## config.mk

```make
export PLATFORM = sky130hd
export DESIGN_NAME = wb_host
export DESIGN_NICKNAME = d
export VERILOG_FILES = /design/src/logic/wb_host_pkg.sv /design/src/logic/wb_req_if.sv /design/src/logic/wb_bank_bridge.sv /design/src/logic/wb_host.sv /design/src/logic/wb_host_regs.sv /design/src/logic/wb_req_stage.sv
export SDC_FILE = /design/constraint.sdc
export NUM_CORES = 1
export LEC_CHECK = 0
export BUFFER_PORTS_ARGS = -buffer_cell sky130_fd_sc_hd__buf_4
export CORE_MARGIN = 2
export CORE_UTILIZATION = 45
export CTS_CLUSTER_SIZE = 40
export DETAILED_ROUTE_END_ITERATION = 6
export GPL_TIMING_DRIVEN = 0
export PLACE_DENSITY = 0.78
export SETUP_SLACK_MARGIN = 0.2
export SYNTH_ARGS = -nofsm -noshare
export SYNTH_HDL_FRONTEND = slang
export SYNTH_HIERARCHICAL = 1
export SYNTH_SLANG_ARGS = --single-unit
```

## constraint.sdc

```tcl
create_clock -name wbm_clk_i -period 14.63 [get_ports wbm_clk_i]
set_clock_uncertainty 0.05 [all_clocks]
set_input_delay 2.1945 -clock wbm_clk_i [delete_from_list [all_inputs] [get_ports wbm_clk_i]]
set_output_delay 2.1945 -clock wbm_clk_i [all_outputs]
set_load 0.05 [all_outputs]
```

## src/logic/wb_host_pkg.sv

```systemverilog
package wb_host_pkg;

   // ------------------------------
   // bus widths
   // ------------------------------
   localparam int unsigned WB_AW     = 32;  // wishbone address
   localparam int unsigned WB_DW     = 32;  // wishbone data
   localparam int unsigned WB_SW     = 4;   // byte selects
   localparam int unsigned REG_IDX_W = 2;   // local register index, adr 3:2
   localparam int unsigned BANK_W    = 16;  // bank select register width
   localparam int unsigned LOW_ADR_W = 18;  // adr bits passed straight to the slave

   // region field, adr 19:18
   typedef enum logic [1:0] {
      REGION_REMOTE0 = 2'b00,  // remote slave, lower half
      REGION_REMOTE1 = 2'b01,  // remote slave, upper half
      REGION_LOCAL   = 2'b10,  // control register bank
      REGION_NONE    = 2'b11   // unmapped, error response
   } wb_region_e;

   // remote bridge, single outstanding access
   typedef enum logic {
      BR_IDLE = 1'b0,
      BR_BUSY = 1'b1
   } bridge_state_e;

   // local register map
   typedef enum logic [REG_IDX_W-1:0] {
      REG_GLB_CTRL  = 2'd0,  // reset controls in bits 2:0
      REG_BANK_SEL  = 2'd1,  // upper remote address bits
      REG_CLK_CTRL1 = 2'd2,
      REG_CLK_CTRL2 = 2'd3
   } reg_idx_e;

endpackage

```

## src/logic/wb_req_if.sv

```systemverilog
`timescale 1ns/1ps

interface wb_req_if;
   import wb_host_pkg::*;

   logic              req_local;   // level, local access pending
   logic              req_remote;  // level, remote access pending
   logic [WB_AW-1:0]  adr;         // registered master address
   logic              we;
   logic [WB_DW-1:0]  wdat;
   logic [WB_SW-1:0]  sel;
   reg_idx_e          reg_idx;     // from adr 3:2

   // request stage drives everything
   modport req_src (
      output req_local, req_remote, adr, we, wdat, sel, reg_idx
   );

   // register bank only sees local accesses
   modport reg_dst (
      input req_local, we, wdat, sel, reg_idx
   );

   // bridge only sees remote accesses
   modport bridge_dst (
      input req_remote, adr, we, wdat, sel
   );

endinterface

```

## src/logic/wb_bank_bridge.sv

```systemverilog
`timescale 1ns/1ps

module wb_bank_bridge (
   input  logic                            wbm_clk_i,
   input  logic                            wbm_rst_n,
   wb_req_if.bridge_dst                    req,
   input  logic [wb_host_pkg::BANK_W-1:0]  bank_sel_i,
   input  logic [wb_host_pkg::WB_DW-1:0]   wbs_dat_i,
   input  logic                            wbs_ack_i,
   input  logic                            wbs_err_i,
   output logic                            wbs_cyc_o,
   output logic                            wbs_stb_o,
   output logic [wb_host_pkg::WB_AW-1:0]   wbs_adr_o,
   output logic                            wbs_we_o,
   output logic [wb_host_pkg::WB_DW-1:0]   wbs_dat_o,
   output logic [wb_host_pkg::WB_SW-1:0]   wbs_sel_o,
   output logic [wb_host_pkg::WB_DW-1:0]   br_rdata_o,
   output logic                            br_ack_o,
   output logic                            br_err_o
);
   import wb_host_pkg::*;

   bridge_state_e     state;
   logic              start;      // launch a slave cycle
   logic              done;       // slave answered
   logic [WB_AW-1:0]  remote_adr;

   // bank select 15:2 on top of the low 18 address bits
   assign remote_adr = {bank_sel_i[BANK_W-1:2], req.adr[LOW_ADR_W-1:0]};

   // skip the cycle where our own response is still on its way back
   assign start = (state == BR_IDLE) && req.req_remote && !br_ack_o && !br_err_o;
   assign done  = (state == BR_BUSY) && (wbs_ack_i || wbs_err_i);

   // ------------------------------
   // slave side FSM
   // ------------------------------
   always_ff @(posedge wbm_clk_i or negedge wbm_rst_n)
   begin
      if (!wbm_rst_n)
      begin
         state      <= BR_IDLE;
         wbs_cyc_o  <= 1'b0;
         wbs_stb_o  <= 1'b0;
         wbs_we_o   <= 1'b0;
         br_ack_o   <= 1'b0;
         br_err_o   <= 1'b0;
         br_rdata_o <= '0;
      end
      else
      begin
         br_ack_o <= 1'b0;  // pulses by default
         br_err_o <= 1'b0;
         if (start)
         begin
            state     <= BR_BUSY;
            wbs_cyc_o <= 1'b1;
            wbs_stb_o <= 1'b1;
            wbs_we_o  <= req.we;
         end
         else if (done)
         begin
            state      <= BR_IDLE;
            wbs_cyc_o  <= 1'b0;
            wbs_stb_o  <= 1'b0;
            wbs_we_o   <= 1'b0;
            br_ack_o   <= wbs_ack_i && !wbs_err_i;  // err wins if both
            br_err_o   <= wbs_err_i;
            br_rdata_o <= wbs_dat_i;
         end
      end
   end

   // payload outputs, only meaningful while cyc is high
   always_ff @(posedge wbm_clk_i)
   begin
      if (start)
      begin
         wbs_adr_o <= remote_adr;
         wbs_dat_o <= req.wdat;
         wbs_sel_o <= req.sel;
      end
   end

endmodule

```

## src/logic/wb_host.sv

```systemverilog
`timescale 1ns/1ps

module wb_host #(
   parameter logic [wb_host_pkg::BANK_W-1:0] BANK_SEL_RST = 16'h1000  // bank select reset
) (
   input  logic                            wbm_clk_i,
   input  logic                            wbm_rst_n,
   // ------------------------------
   // master port
   // ------------------------------
   input  logic                            wbm_cyc_i,
   input  logic                            wbm_stb_i,
   input  logic                            wbm_we_i,
   input  logic [wb_host_pkg::WB_AW-1:0]   wbm_adr_i,
   input  logic [wb_host_pkg::WB_DW-1:0]   wbm_dat_i,
   input  logic [wb_host_pkg::WB_SW-1:0]   wbm_sel_i,
   output logic [wb_host_pkg::WB_DW-1:0]   wbm_dat_o,
   output logic                            wbm_ack_o,
   output logic                            wbm_err_o,
   // ------------------------------
   // remote slave port
   // ------------------------------
   input  logic [wb_host_pkg::WB_DW-1:0]   wbs_dat_i,
   input  logic                            wbs_ack_i,
   input  logic                            wbs_err_i,
   output logic                            wbs_cyc_o,
   output logic                            wbs_stb_o,
   output logic [wb_host_pkg::WB_AW-1:0]   wbs_adr_o,
   output logic                            wbs_we_o,
   output logic [wb_host_pkg::WB_DW-1:0]   wbs_dat_o,
   output logic [wb_host_pkg::WB_SW-1:0]   wbs_sel_o,
   // reset and clock controls
   output logic                            wbd_int_rst_n_o,
   output logic                            bist_rst_n_o,
   output logic                            mac_rst_n_o,
   output logic [wb_host_pkg::WB_DW-1:0]   cfg_clk_ctrl1_o,
   output logic [wb_host_pkg::WB_DW-1:0]   cfg_clk_ctrl2_o
);
   import wb_host_pkg::*;

   logic [WB_DW-1:0]   reg_rdata;  // local bank response
   logic               reg_ack;
   logic [WB_DW-1:0]   br_rdata;   // remote response
   logic               br_ack;
   logic               br_err;
   logic [BANK_W-1:0]  bank_sel;

   wb_req_if u_req_if ();  // registered request

   wb_req_stage u_req_stage (
      .wbm_clk_i   (wbm_clk_i),
      .wbm_rst_n   (wbm_rst_n),
      .wbm_cyc_i   (wbm_cyc_i),
      .wbm_stb_i   (wbm_stb_i),
      .wbm_we_i    (wbm_we_i),
      .wbm_adr_i   (wbm_adr_i),
      .wbm_dat_i   (wbm_dat_i),
      .wbm_sel_i   (wbm_sel_i),
      .reg_rdata_i (reg_rdata),
      .reg_ack_i   (reg_ack),
      .br_rdata_i  (br_rdata),
      .br_ack_i    (br_ack),
      .br_err_i    (br_err),
      .wbm_dat_o   (wbm_dat_o),
      .wbm_ack_o   (wbm_ack_o),
      .wbm_err_o   (wbm_err_o),
      .req         (u_req_if)
   );

   wb_host_regs #(
      .BANK_SEL_RST (BANK_SEL_RST)
   ) u_host_regs (
      .wbm_clk_i       (wbm_clk_i),
      .wbm_rst_n       (wbm_rst_n),
      .req             (u_req_if),
      .reg_rdata_o     (reg_rdata),
      .reg_ack_o       (reg_ack),
      .bank_sel_o      (bank_sel),
      .wbd_int_rst_n_o (wbd_int_rst_n_o),
      .bist_rst_n_o    (bist_rst_n_o),
      .mac_rst_n_o     (mac_rst_n_o),
      .cfg_clk_ctrl1_o (cfg_clk_ctrl1_o),
      .cfg_clk_ctrl2_o (cfg_clk_ctrl2_o)
   );

   // slave side runs on the master clock
   wb_bank_bridge u_bank_bridge (
      .wbm_clk_i  (wbm_clk_i),
      .wbm_rst_n  (wbm_rst_n),
      .req        (u_req_if),
      .bank_sel_i (bank_sel),
      .wbs_dat_i  (wbs_dat_i),
      .wbs_ack_i  (wbs_ack_i),
      .wbs_err_i  (wbs_err_i),
      .wbs_cyc_o  (wbs_cyc_o),
      .wbs_stb_o  (wbs_stb_o),
      .wbs_adr_o  (wbs_adr_o),
      .wbs_we_o   (wbs_we_o),
      .wbs_dat_o  (wbs_dat_o),
      .wbs_sel_o  (wbs_sel_o),
      .br_rdata_o (br_rdata),
      .br_ack_o   (br_ack),
      .br_err_o   (br_err)
   );

endmodule

```

## src/logic/wb_host_regs.sv

```systemverilog
`timescale 1ns/1ps

module wb_host_regs #(
   parameter logic [wb_host_pkg::BANK_W-1:0] BANK_SEL_RST = 16'h1000
) (
   input  logic                             wbm_clk_i,
   input  logic                             wbm_rst_n,
   wb_req_if.reg_dst                        req,
   output logic [wb_host_pkg::WB_DW-1:0]    reg_rdata_o,
   output logic                             reg_ack_o,
   output logic [wb_host_pkg::BANK_W-1:0]   bank_sel_o,
   output logic                             wbd_int_rst_n_o,
   output logic                             bist_rst_n_o,
   output logic                             mac_rst_n_o,
   output logic [wb_host_pkg::WB_DW-1:0]    cfg_clk_ctrl1_o,
   output logic [wb_host_pkg::WB_DW-1:0]    cfg_clk_ctrl2_o
);
   import wb_host_pkg::*;

   logic [WB_DW-1:0]  glb_ctrl;  // global control
   logic [WB_DW-1:0]  rd_mux;
   logic              wr_en;
   logic              rd_en;

   // first cycle of a local request only
   assign wr_en = req.req_local && req.we && !reg_ack_o;
   assign rd_en = req.req_local && !req.we && !reg_ack_o;

   // ------------------------------
   // register writes
   // ------------------------------
   always_ff @(posedge wbm_clk_i or negedge wbm_rst_n)
   begin
      if (!wbm_rst_n)
      begin
         glb_ctrl        <= '0;            // all resets asserted
         bank_sel_o      <= BANK_SEL_RST;
         cfg_clk_ctrl1_o <= '0;
         cfg_clk_ctrl2_o <= '0;
      end
      else if (wr_en)
      begin
         case (req.reg_idx)
            REG_GLB_CTRL:
            begin
               for (int b = 0; b < WB_SW; b++)
               begin
                  if (req.sel[b])
                     glb_ctrl[8*b +: 8] <= req.wdat[8*b +: 8];  // per byte lane
               end
            end
            REG_BANK_SEL:  bank_sel_o      <= req.wdat[BANK_W-1:0];  // sel ignored
            REG_CLK_CTRL1: cfg_clk_ctrl1_o <= req.wdat;
            REG_CLK_CTRL2: cfg_clk_ctrl2_o <= req.wdat;
            default:       glb_ctrl        <= glb_ctrl;
         endcase
      end
   end

   // ------------------------------
   // read mux and ack
   // ------------------------------
   always_comb
   begin
      case (req.reg_idx)
         REG_GLB_CTRL:  rd_mux = glb_ctrl;
         REG_BANK_SEL:  rd_mux = {{(WB_DW-BANK_W){1'b0}}, bank_sel_o};  // upper half zero
         REG_CLK_CTRL1: rd_mux = cfg_clk_ctrl1_o;
         REG_CLK_CTRL2: rd_mux = cfg_clk_ctrl2_o;
         default:       rd_mux = '0;
      endcase
   end

   always_ff @(posedge wbm_clk_i or negedge wbm_rst_n)
   begin
      if (!wbm_rst_n)
      begin
         reg_ack_o   <= 1'b0;
         reg_rdata_o <= '0;
      end
      else
      begin
         reg_ack_o <= req.req_local && !reg_ack_o;  // one pulse, no re-raise
         if (rd_en)
            reg_rdata_o <= rd_mux;
      end
   end

   // reset controls straight from global control
   assign wbd_int_rst_n_o = glb_ctrl[0];
   assign bist_rst_n_o    = glb_ctrl[1];
   assign mac_rst_n_o     = glb_ctrl[2];

endmodule

```

## src/logic/wb_req_stage.sv

```systemverilog
`timescale 1ns/1ps

module wb_req_stage (
   input  logic                            wbm_clk_i,
   input  logic                            wbm_rst_n,
   input  logic                            wbm_cyc_i,
   input  logic                            wbm_stb_i,
   input  logic                            wbm_we_i,
   input  logic [wb_host_pkg::WB_AW-1:0]   wbm_adr_i,
   input  logic [wb_host_pkg::WB_DW-1:0]   wbm_dat_i,
   input  logic [wb_host_pkg::WB_SW-1:0]   wbm_sel_i,
   input  logic [wb_host_pkg::WB_DW-1:0]   reg_rdata_i,  // local bank read data
   input  logic                            reg_ack_i,
   input  logic [wb_host_pkg::WB_DW-1:0]   br_rdata_i,   // remote read data
   input  logic                            br_ack_i,
   input  logic                            br_err_i,
   output logic [wb_host_pkg::WB_DW-1:0]   wbm_dat_o,
   output logic                            wbm_ack_o,
   output logic                            wbm_err_o,
   wb_req_if.req_src                       req
);
   import wb_host_pkg::*;

   logic              stb_q;      // stb qualified with cyc
   logic              req_nxt;
   logic              wb_req;     // pending request flag
   logic [WB_AW-1:0]  adr_q;
   logic              we_q;
   logic [WB_DW-1:0]  wdat_q;
   logic [WB_SW-1:0]  sel_q;
   wb_region_e        region;
   logic              req_none;   // unmapped access pending
   logic              none_err;   // own error pulse for region 11
   logic              resp_ack;   // any response this cycle
   logic              resp_err;

   // ------------------------------
   // request register
   // ------------------------------
   assign stb_q   = wbm_cyc_i & wbm_stb_i;
   assign req_nxt = stb_q && !wbm_ack_o && !resp_ack;  // hold off while acking

   always_ff @(posedge wbm_clk_i or negedge wbm_rst_n)
   begin
      if (!wbm_rst_n)
         wb_req <= 1'b0;
      else
         wb_req <= req_nxt;
   end

   // payload, master holds it stable for the whole access
   always_ff @(posedge wbm_clk_i)
   begin
      if (req_nxt)
      begin
         adr_q  <= wbm_adr_i;
         we_q   <= wbm_we_i;
         wdat_q <= wbm_dat_i;
         sel_q  <= wbm_sel_i;
      end
   end

   // ------------------------------
   // region decode
   // ------------------------------
   assign region         = wb_region_e'(adr_q[19:18]);
   assign req.req_local  = wb_req && (region == REGION_LOCAL);
   assign req.req_remote = wb_req && ((region == REGION_REMOTE0) ||
                                      (region == REGION_REMOTE1));
   assign req_none       = wb_req && (region == REGION_NONE);

   assign req.adr     = adr_q;
   assign req.we      = we_q;
   assign req.wdat    = wdat_q;
   assign req.sel     = sel_q;
   assign req.reg_idx = reg_idx_e'(adr_q[3:2]);  // word index in the bank

   // ------------------------------
   // response merge and output register
   // ------------------------------
   assign resp_ack = reg_ack_i | br_ack_i | br_err_i | none_err;  // ack rides with err
   assign resp_err = br_err_i | none_err;

   always_ff @(posedge wbm_clk_i or negedge wbm_rst_n)
   begin
      if (!wbm_rst_n)
      begin
         none_err  <= 1'b0;
         wbm_ack_o <= 1'b0;
         wbm_err_o <= 1'b0;
         wbm_dat_o <= '0;
      end
      else
      begin
         none_err  <= req_none && !none_err;  // single pulse per request
         wbm_ack_o <= resp_ack;
         wbm_err_o <= resp_err;
         if (reg_ack_i)
            wbm_dat_o <= reg_rdata_i;
         else if (br_ack_i)
            wbm_dat_o <= br_rdata_i;  // else keep last read data
      end
   end

endmodule

```

== Word level (Yosys, flattened, before mapping) ==
Index checks and enable logic that the tools add are counted.

* Input bits: 107
* Output and inout bits: 172
* Word-level logic and storage cells: 87
* Register bits after elaboration: 342

* Equality and inequality tests: 6
* Bitwise logic cells: 7
* Multiplexer cells: 10
* Reduce and logical (&&, ||, !) cells: 38

{| class="wikitable"
|+ Operators by type and width
! kind !! count
|-
| 32-bit one-hot mux with 4 select lines || 1
|-
| 32-bit 2-to-1 mux || 2
|-
| 1-bit logical AND || 16
|-
| 3-bit AND reduction || 4
|-
| 2-bit == test (second input constant) || 4
|-
| 1-bit zero test || 8
|-
| 2-bit AND reduction || 4
|-
| 1-bit 2-to-1 mux || 7
|-
| 2-bit by 1-bit == test with 1-bit output (second input constant) || 2
|-
| 2-bit zero test || 2
|-
| 1-bit OR || 4
|-
| 2-bit nonzero test || 2
|-
| 1-bit logical OR || 2
|-
| 1-bit NOT || 2
|-
| 1-bit AND || 1
|}

== Depth between registers and ports, before layout ==
* Depth after elaboration: 8
* Mapped depth: 8
* Gate-level depth less buffers: 5

== Modules after synthesis ==
Netlist, hierarchy kept.

{| class="wikitable"
|+ Modules (own cells, without submodules)
! module !! instances !! sequential area each (sq um) !! cells an instance !! area an instance (sq um)
|-
| wb_host_regs || 1 || 3629.7 || 427 || 6321.1
|-
| wb_req_stage || 1 || 2972.9 || 222 || 3693.5
|-
| wb_bank_bridge || 1 || 2942.8 || 149 || 3525.9
|}

== Least setup slack after synthesis ==
No wires, ideal clock.

* Kind: input-to-reg
* Start: in wbm_cyc_i
* End: reg u_req_stage.adr_q[0], in the netlist u_req_stage/req.adr[0], enable pin
* Cell stages on the path: 2
* Slack: 9.186 ns
* Buffers on the path: 0
* Required time: 14.096 ns
* Arrival: 4.909 ns
* Library setup time: 0.484 ns
* Cell sequence: nand2_1 nor3_2

* Cells in the longest elaborated chain, start to end: 3

{| class="wikitable"
|+ RTL lines
! item !! RTL line !! source
|-
| start, declared || wb_host.sv:11 || <nowiki>input logic wbm_cyc_i,</nowiki>
|-
| 1-bit AND || wb_req_stage.sv:40 || <nowiki>assign stb_q = wbm_cyc_i & wbm_stb_i;</nowiki>
|-
| 1-bit logical AND (2 in series) || wb_req_stage.sv:41 || <nowiki>assign req_nxt = stb_q && !wbm_ack_o && !resp_ack;</nowiki>
|-
| named net u_req_stage.req_nxt || wb_req_stage.sv:25 || <nowiki>logic req_nxt;</nowiki>
|-
| end signal, assigned || wb_req_stage.sv:56 || <nowiki>adr_q <= wbm_adr_i;</nowiki>
|-
| end, declared || wb_req_stage.sv:27 || <nowiki>logic [WB_AW-1:0] adr_q;</nowiki>
|}

The timed path passes the listed nets, and every way through them passes these cells.
A chain may end at the register's enable or synchronous reset.

==> flow_summary.ini <==
[run_status]
status = finished clean

[layout]
multi_input_area_sq_um = 3700
area_growth_pct = 29.2
fill_cells = 2204
nets = 1207
drive_gt1_share_pct = 45.3
seq_area_sq_um = 9190

[cts]
cts_hold_buf = 0
cts_resized = 0
cts_inserted_buffers = 37
cts.path.max_buffers = 3
clk_latency_ns = 0.51
htree_levels = 2
cts_root_buffer = clkbuf_16
cts_sinks = 342
cts_tree = built
clk_pin_slew_ns = 0.06
cts_setup_buffers = 0

[grt]
antenna_found_initial = 1
grt_pass1_vias = 8164
grt.total_usage_pct = 20.7
grt_overflow_total = 0
grt_pass1_wl_microns = 48600
grt_max_degree = 124

[route]
routed_wl_microns = 31800
drt_pass1_iterations = 5
routed_via_density = 5.10
postRouteAntennaNets = 0
dr_total_vias = 7715
drc = 0
drtIter0Drc = 519
wl_per_cell_microns = 21.0

[floorplanning]
die_w_microns = 175
initial_core_util_pct = 45.8
dieArea_sq_um = 30700
core_region_area_sq_um = 28800
num_rows = 62
num_io_pins = 279
fp.dieH_microns = 175

[place]
io_buffers = 266
gp_congestion = 0.794
dpl_worst_slack_ns = 10.92
place_hpwl_microns = 22400

[worst_hold_path]
hold_depth = 0
holdPathEnd = u_bank_bridge/wbs_adr_o[5]
hold_class = flip-flop to flip-flop
hp-start = u_req_stage/req.adr[5]

[worst_setup_path]
required_ns = 12.39
setup.worst_path.start_class = flip-flop
reg2reg_setup_slack_ns = 12.14
path_delay_family = flip-flops
r2r_start = u_bank_bridge/br_ack_o
endpoint_kind = primary output
crit_chain = buf_4 -> buf_4
reg2reg_depth = 4
crit_top_cell = buf_4
crit_fanout = 7
crit_type = flip-flop to primary output
crit_buf_inv = 2
arrival_ns = 1.38
cpPeakStageDelay_ns = 0.52
cp_slowest_cell = dfrtp_1
rr_endpoint = u_req_stage/req.adr[3]

[pwr]
p_clk_share_pct = 34.1
switchingPower_uw = 785
sw_frac_of_total_pct = 29.5
power_frac_comb_pct = 20.6
p_seq_share_pct = 45.3
p_leak_uw = 0.00773
p_int_uw = 1880
ir_drop_uv = 94.8
p_per_area_nw_per_um2 = 156

[synthesis]
syn-instance-count = 786
yosysWarningCount = 6
syn_nets = 893
avgSynthCellArea_sq_um = 16.8
syn-cell-area_sq_um = 13200

[sta]
setup_violations = 0
worst_slack_ns = 11.01
final.setup.tns_ns = 0
finalHoldViolations = 0
fin_crit_ns = 3.62
max_freq_mhz = 276
tightest_slew_ns = 0.954
drv_slew = 0
fin_crit_sh_pct = 24.8
hold_ws_ns = 0.367
relSlewSlack_pct = 36.2
rsz0062_at_grt = no

[job]
drv_cap = 0
## per-stage QoR
stage / instance area (sq um) / utilization [%] / power [uW] / cells
after global routing: 17000 / 59.2 / 2760 / 1514
after CTS: 17000 / 59.2 / 2690 / 1513
after global placement: 15700 / 54.4 / 1760 / 1436
final: 17000 / 59.2 / 2660 / 1514
after floorplan: 13200 / - / 1570 / 786
after detailed placement: 15800 / 55.0 / 1770 / 1445
## routing by layer
metal / wire length (microns) / up-vias / GRT usage, % / part of all wire [%]
li1: - / 3510 / - / -
met1: 14000 / 3926 / 28.5 / 44
met2: 15200 / 224 / 32.9 / 48
met3: 1470 / 55 / 3.57 / 4.6
met4: 1030 / 0 / 8.30 / 3.2
met5: 0 / - / 0 / 0
## sequential cells by signal (all words and copies together), names as in the netlist, 4 cells and up
| register | count |
|---|---|
| u_bank_bridge/br_rdata_o | 32 |
| u_req_stage/req.wdat | 32 |
| u_bank_bridge/wbs_adr_o | 32 |
| u_bank_bridge/wbs_sel_o | 4 |
| u_host_regs/cfg_clk_ctrl2_o | 32 |
| u_req_stage/req.adr | 20 |
| u_host_regs/bank_sel_o | 16 |
| u_req_stage/wbm_dat_o | 32 |
| u_host_regs/glb_ctrl | 32 |
| u_req_stage/req.sel | 4 |
| u_host_regs/cfg_clk_ctrl1_o | 32 |
| u_host_regs/reg_rdata_o | 32 |
| u_bank_bridge/wbs_dat_o | 32 |
## area by class of cell
type,instances,share of cell area [%]
Antenna cell,1,0.0147
Multi-Input combinational cell,400,21.7
Clock buffer,53,6.28
Tap cell,384,2.82
Sequential cell,342,53.9
Buffer,44,1.82
Timing Repair Buffer,275,12.7
Clock inverter,15,0.720
## power groups by stage
stage	combinational, uW	sequential (uW)	clock [uW]
5_1_grt	575	1220	965
3_3_place_gp	537	1220	0
3_5_place_dp	553	1220	0
2_1_floorplan	155	1420	0
4_1_cts	554	1210	933
6_report	550	1210	908
## placed cells by master (no fill, tap or decap), types with 2 or more instances in the layout
cell	count
buf_2	14
mux2i_1	80
clkbuf_16	40
o21ai_0	49
buf_6	12
buf_16	3
buf_4	270
clkbuf_8	2
and2_1	2
dfrtp_1	216
or2_2	2
buf_8	3
clkinv_1	6
nor2_1	3
a2bb2oi_1	16
nand2_1	69
mux2_2	73
nand3_2	5
edfxtp_1	125
mux2_4	69
clkinv_2	5
bufinv_16	2
and3b_1	4
mux2_1	2
buf_12	3
clkbuf_1	25
o221ai_1	16
nor3b_1	2
## worst max path at each step
stage / depth (start not counted) / end / from / slack, ns
final: 2 / wbs_stb_o / u_bank_bridge/state / 11.01
after global routing: 2 / wbs_stb_o / u_bank_bridge/state / 10.96
after CTS: 2 / wbs_stb_o / u_bank_bridge/state / 10.97
after detailed placement: 4 / u_req_stage/req.adr[1] / wbm_cyc_i / 10.92
after global placement: 2 / u_bank_bridge/wbs_we_o / u_bank_bridge/state / 6.92
after floorplan: 2 / u_bank_bridge/wbs_we_o / u_bank_bridge/state / 9.29
No activity file was read; power rests on OpenSTA's default activity.
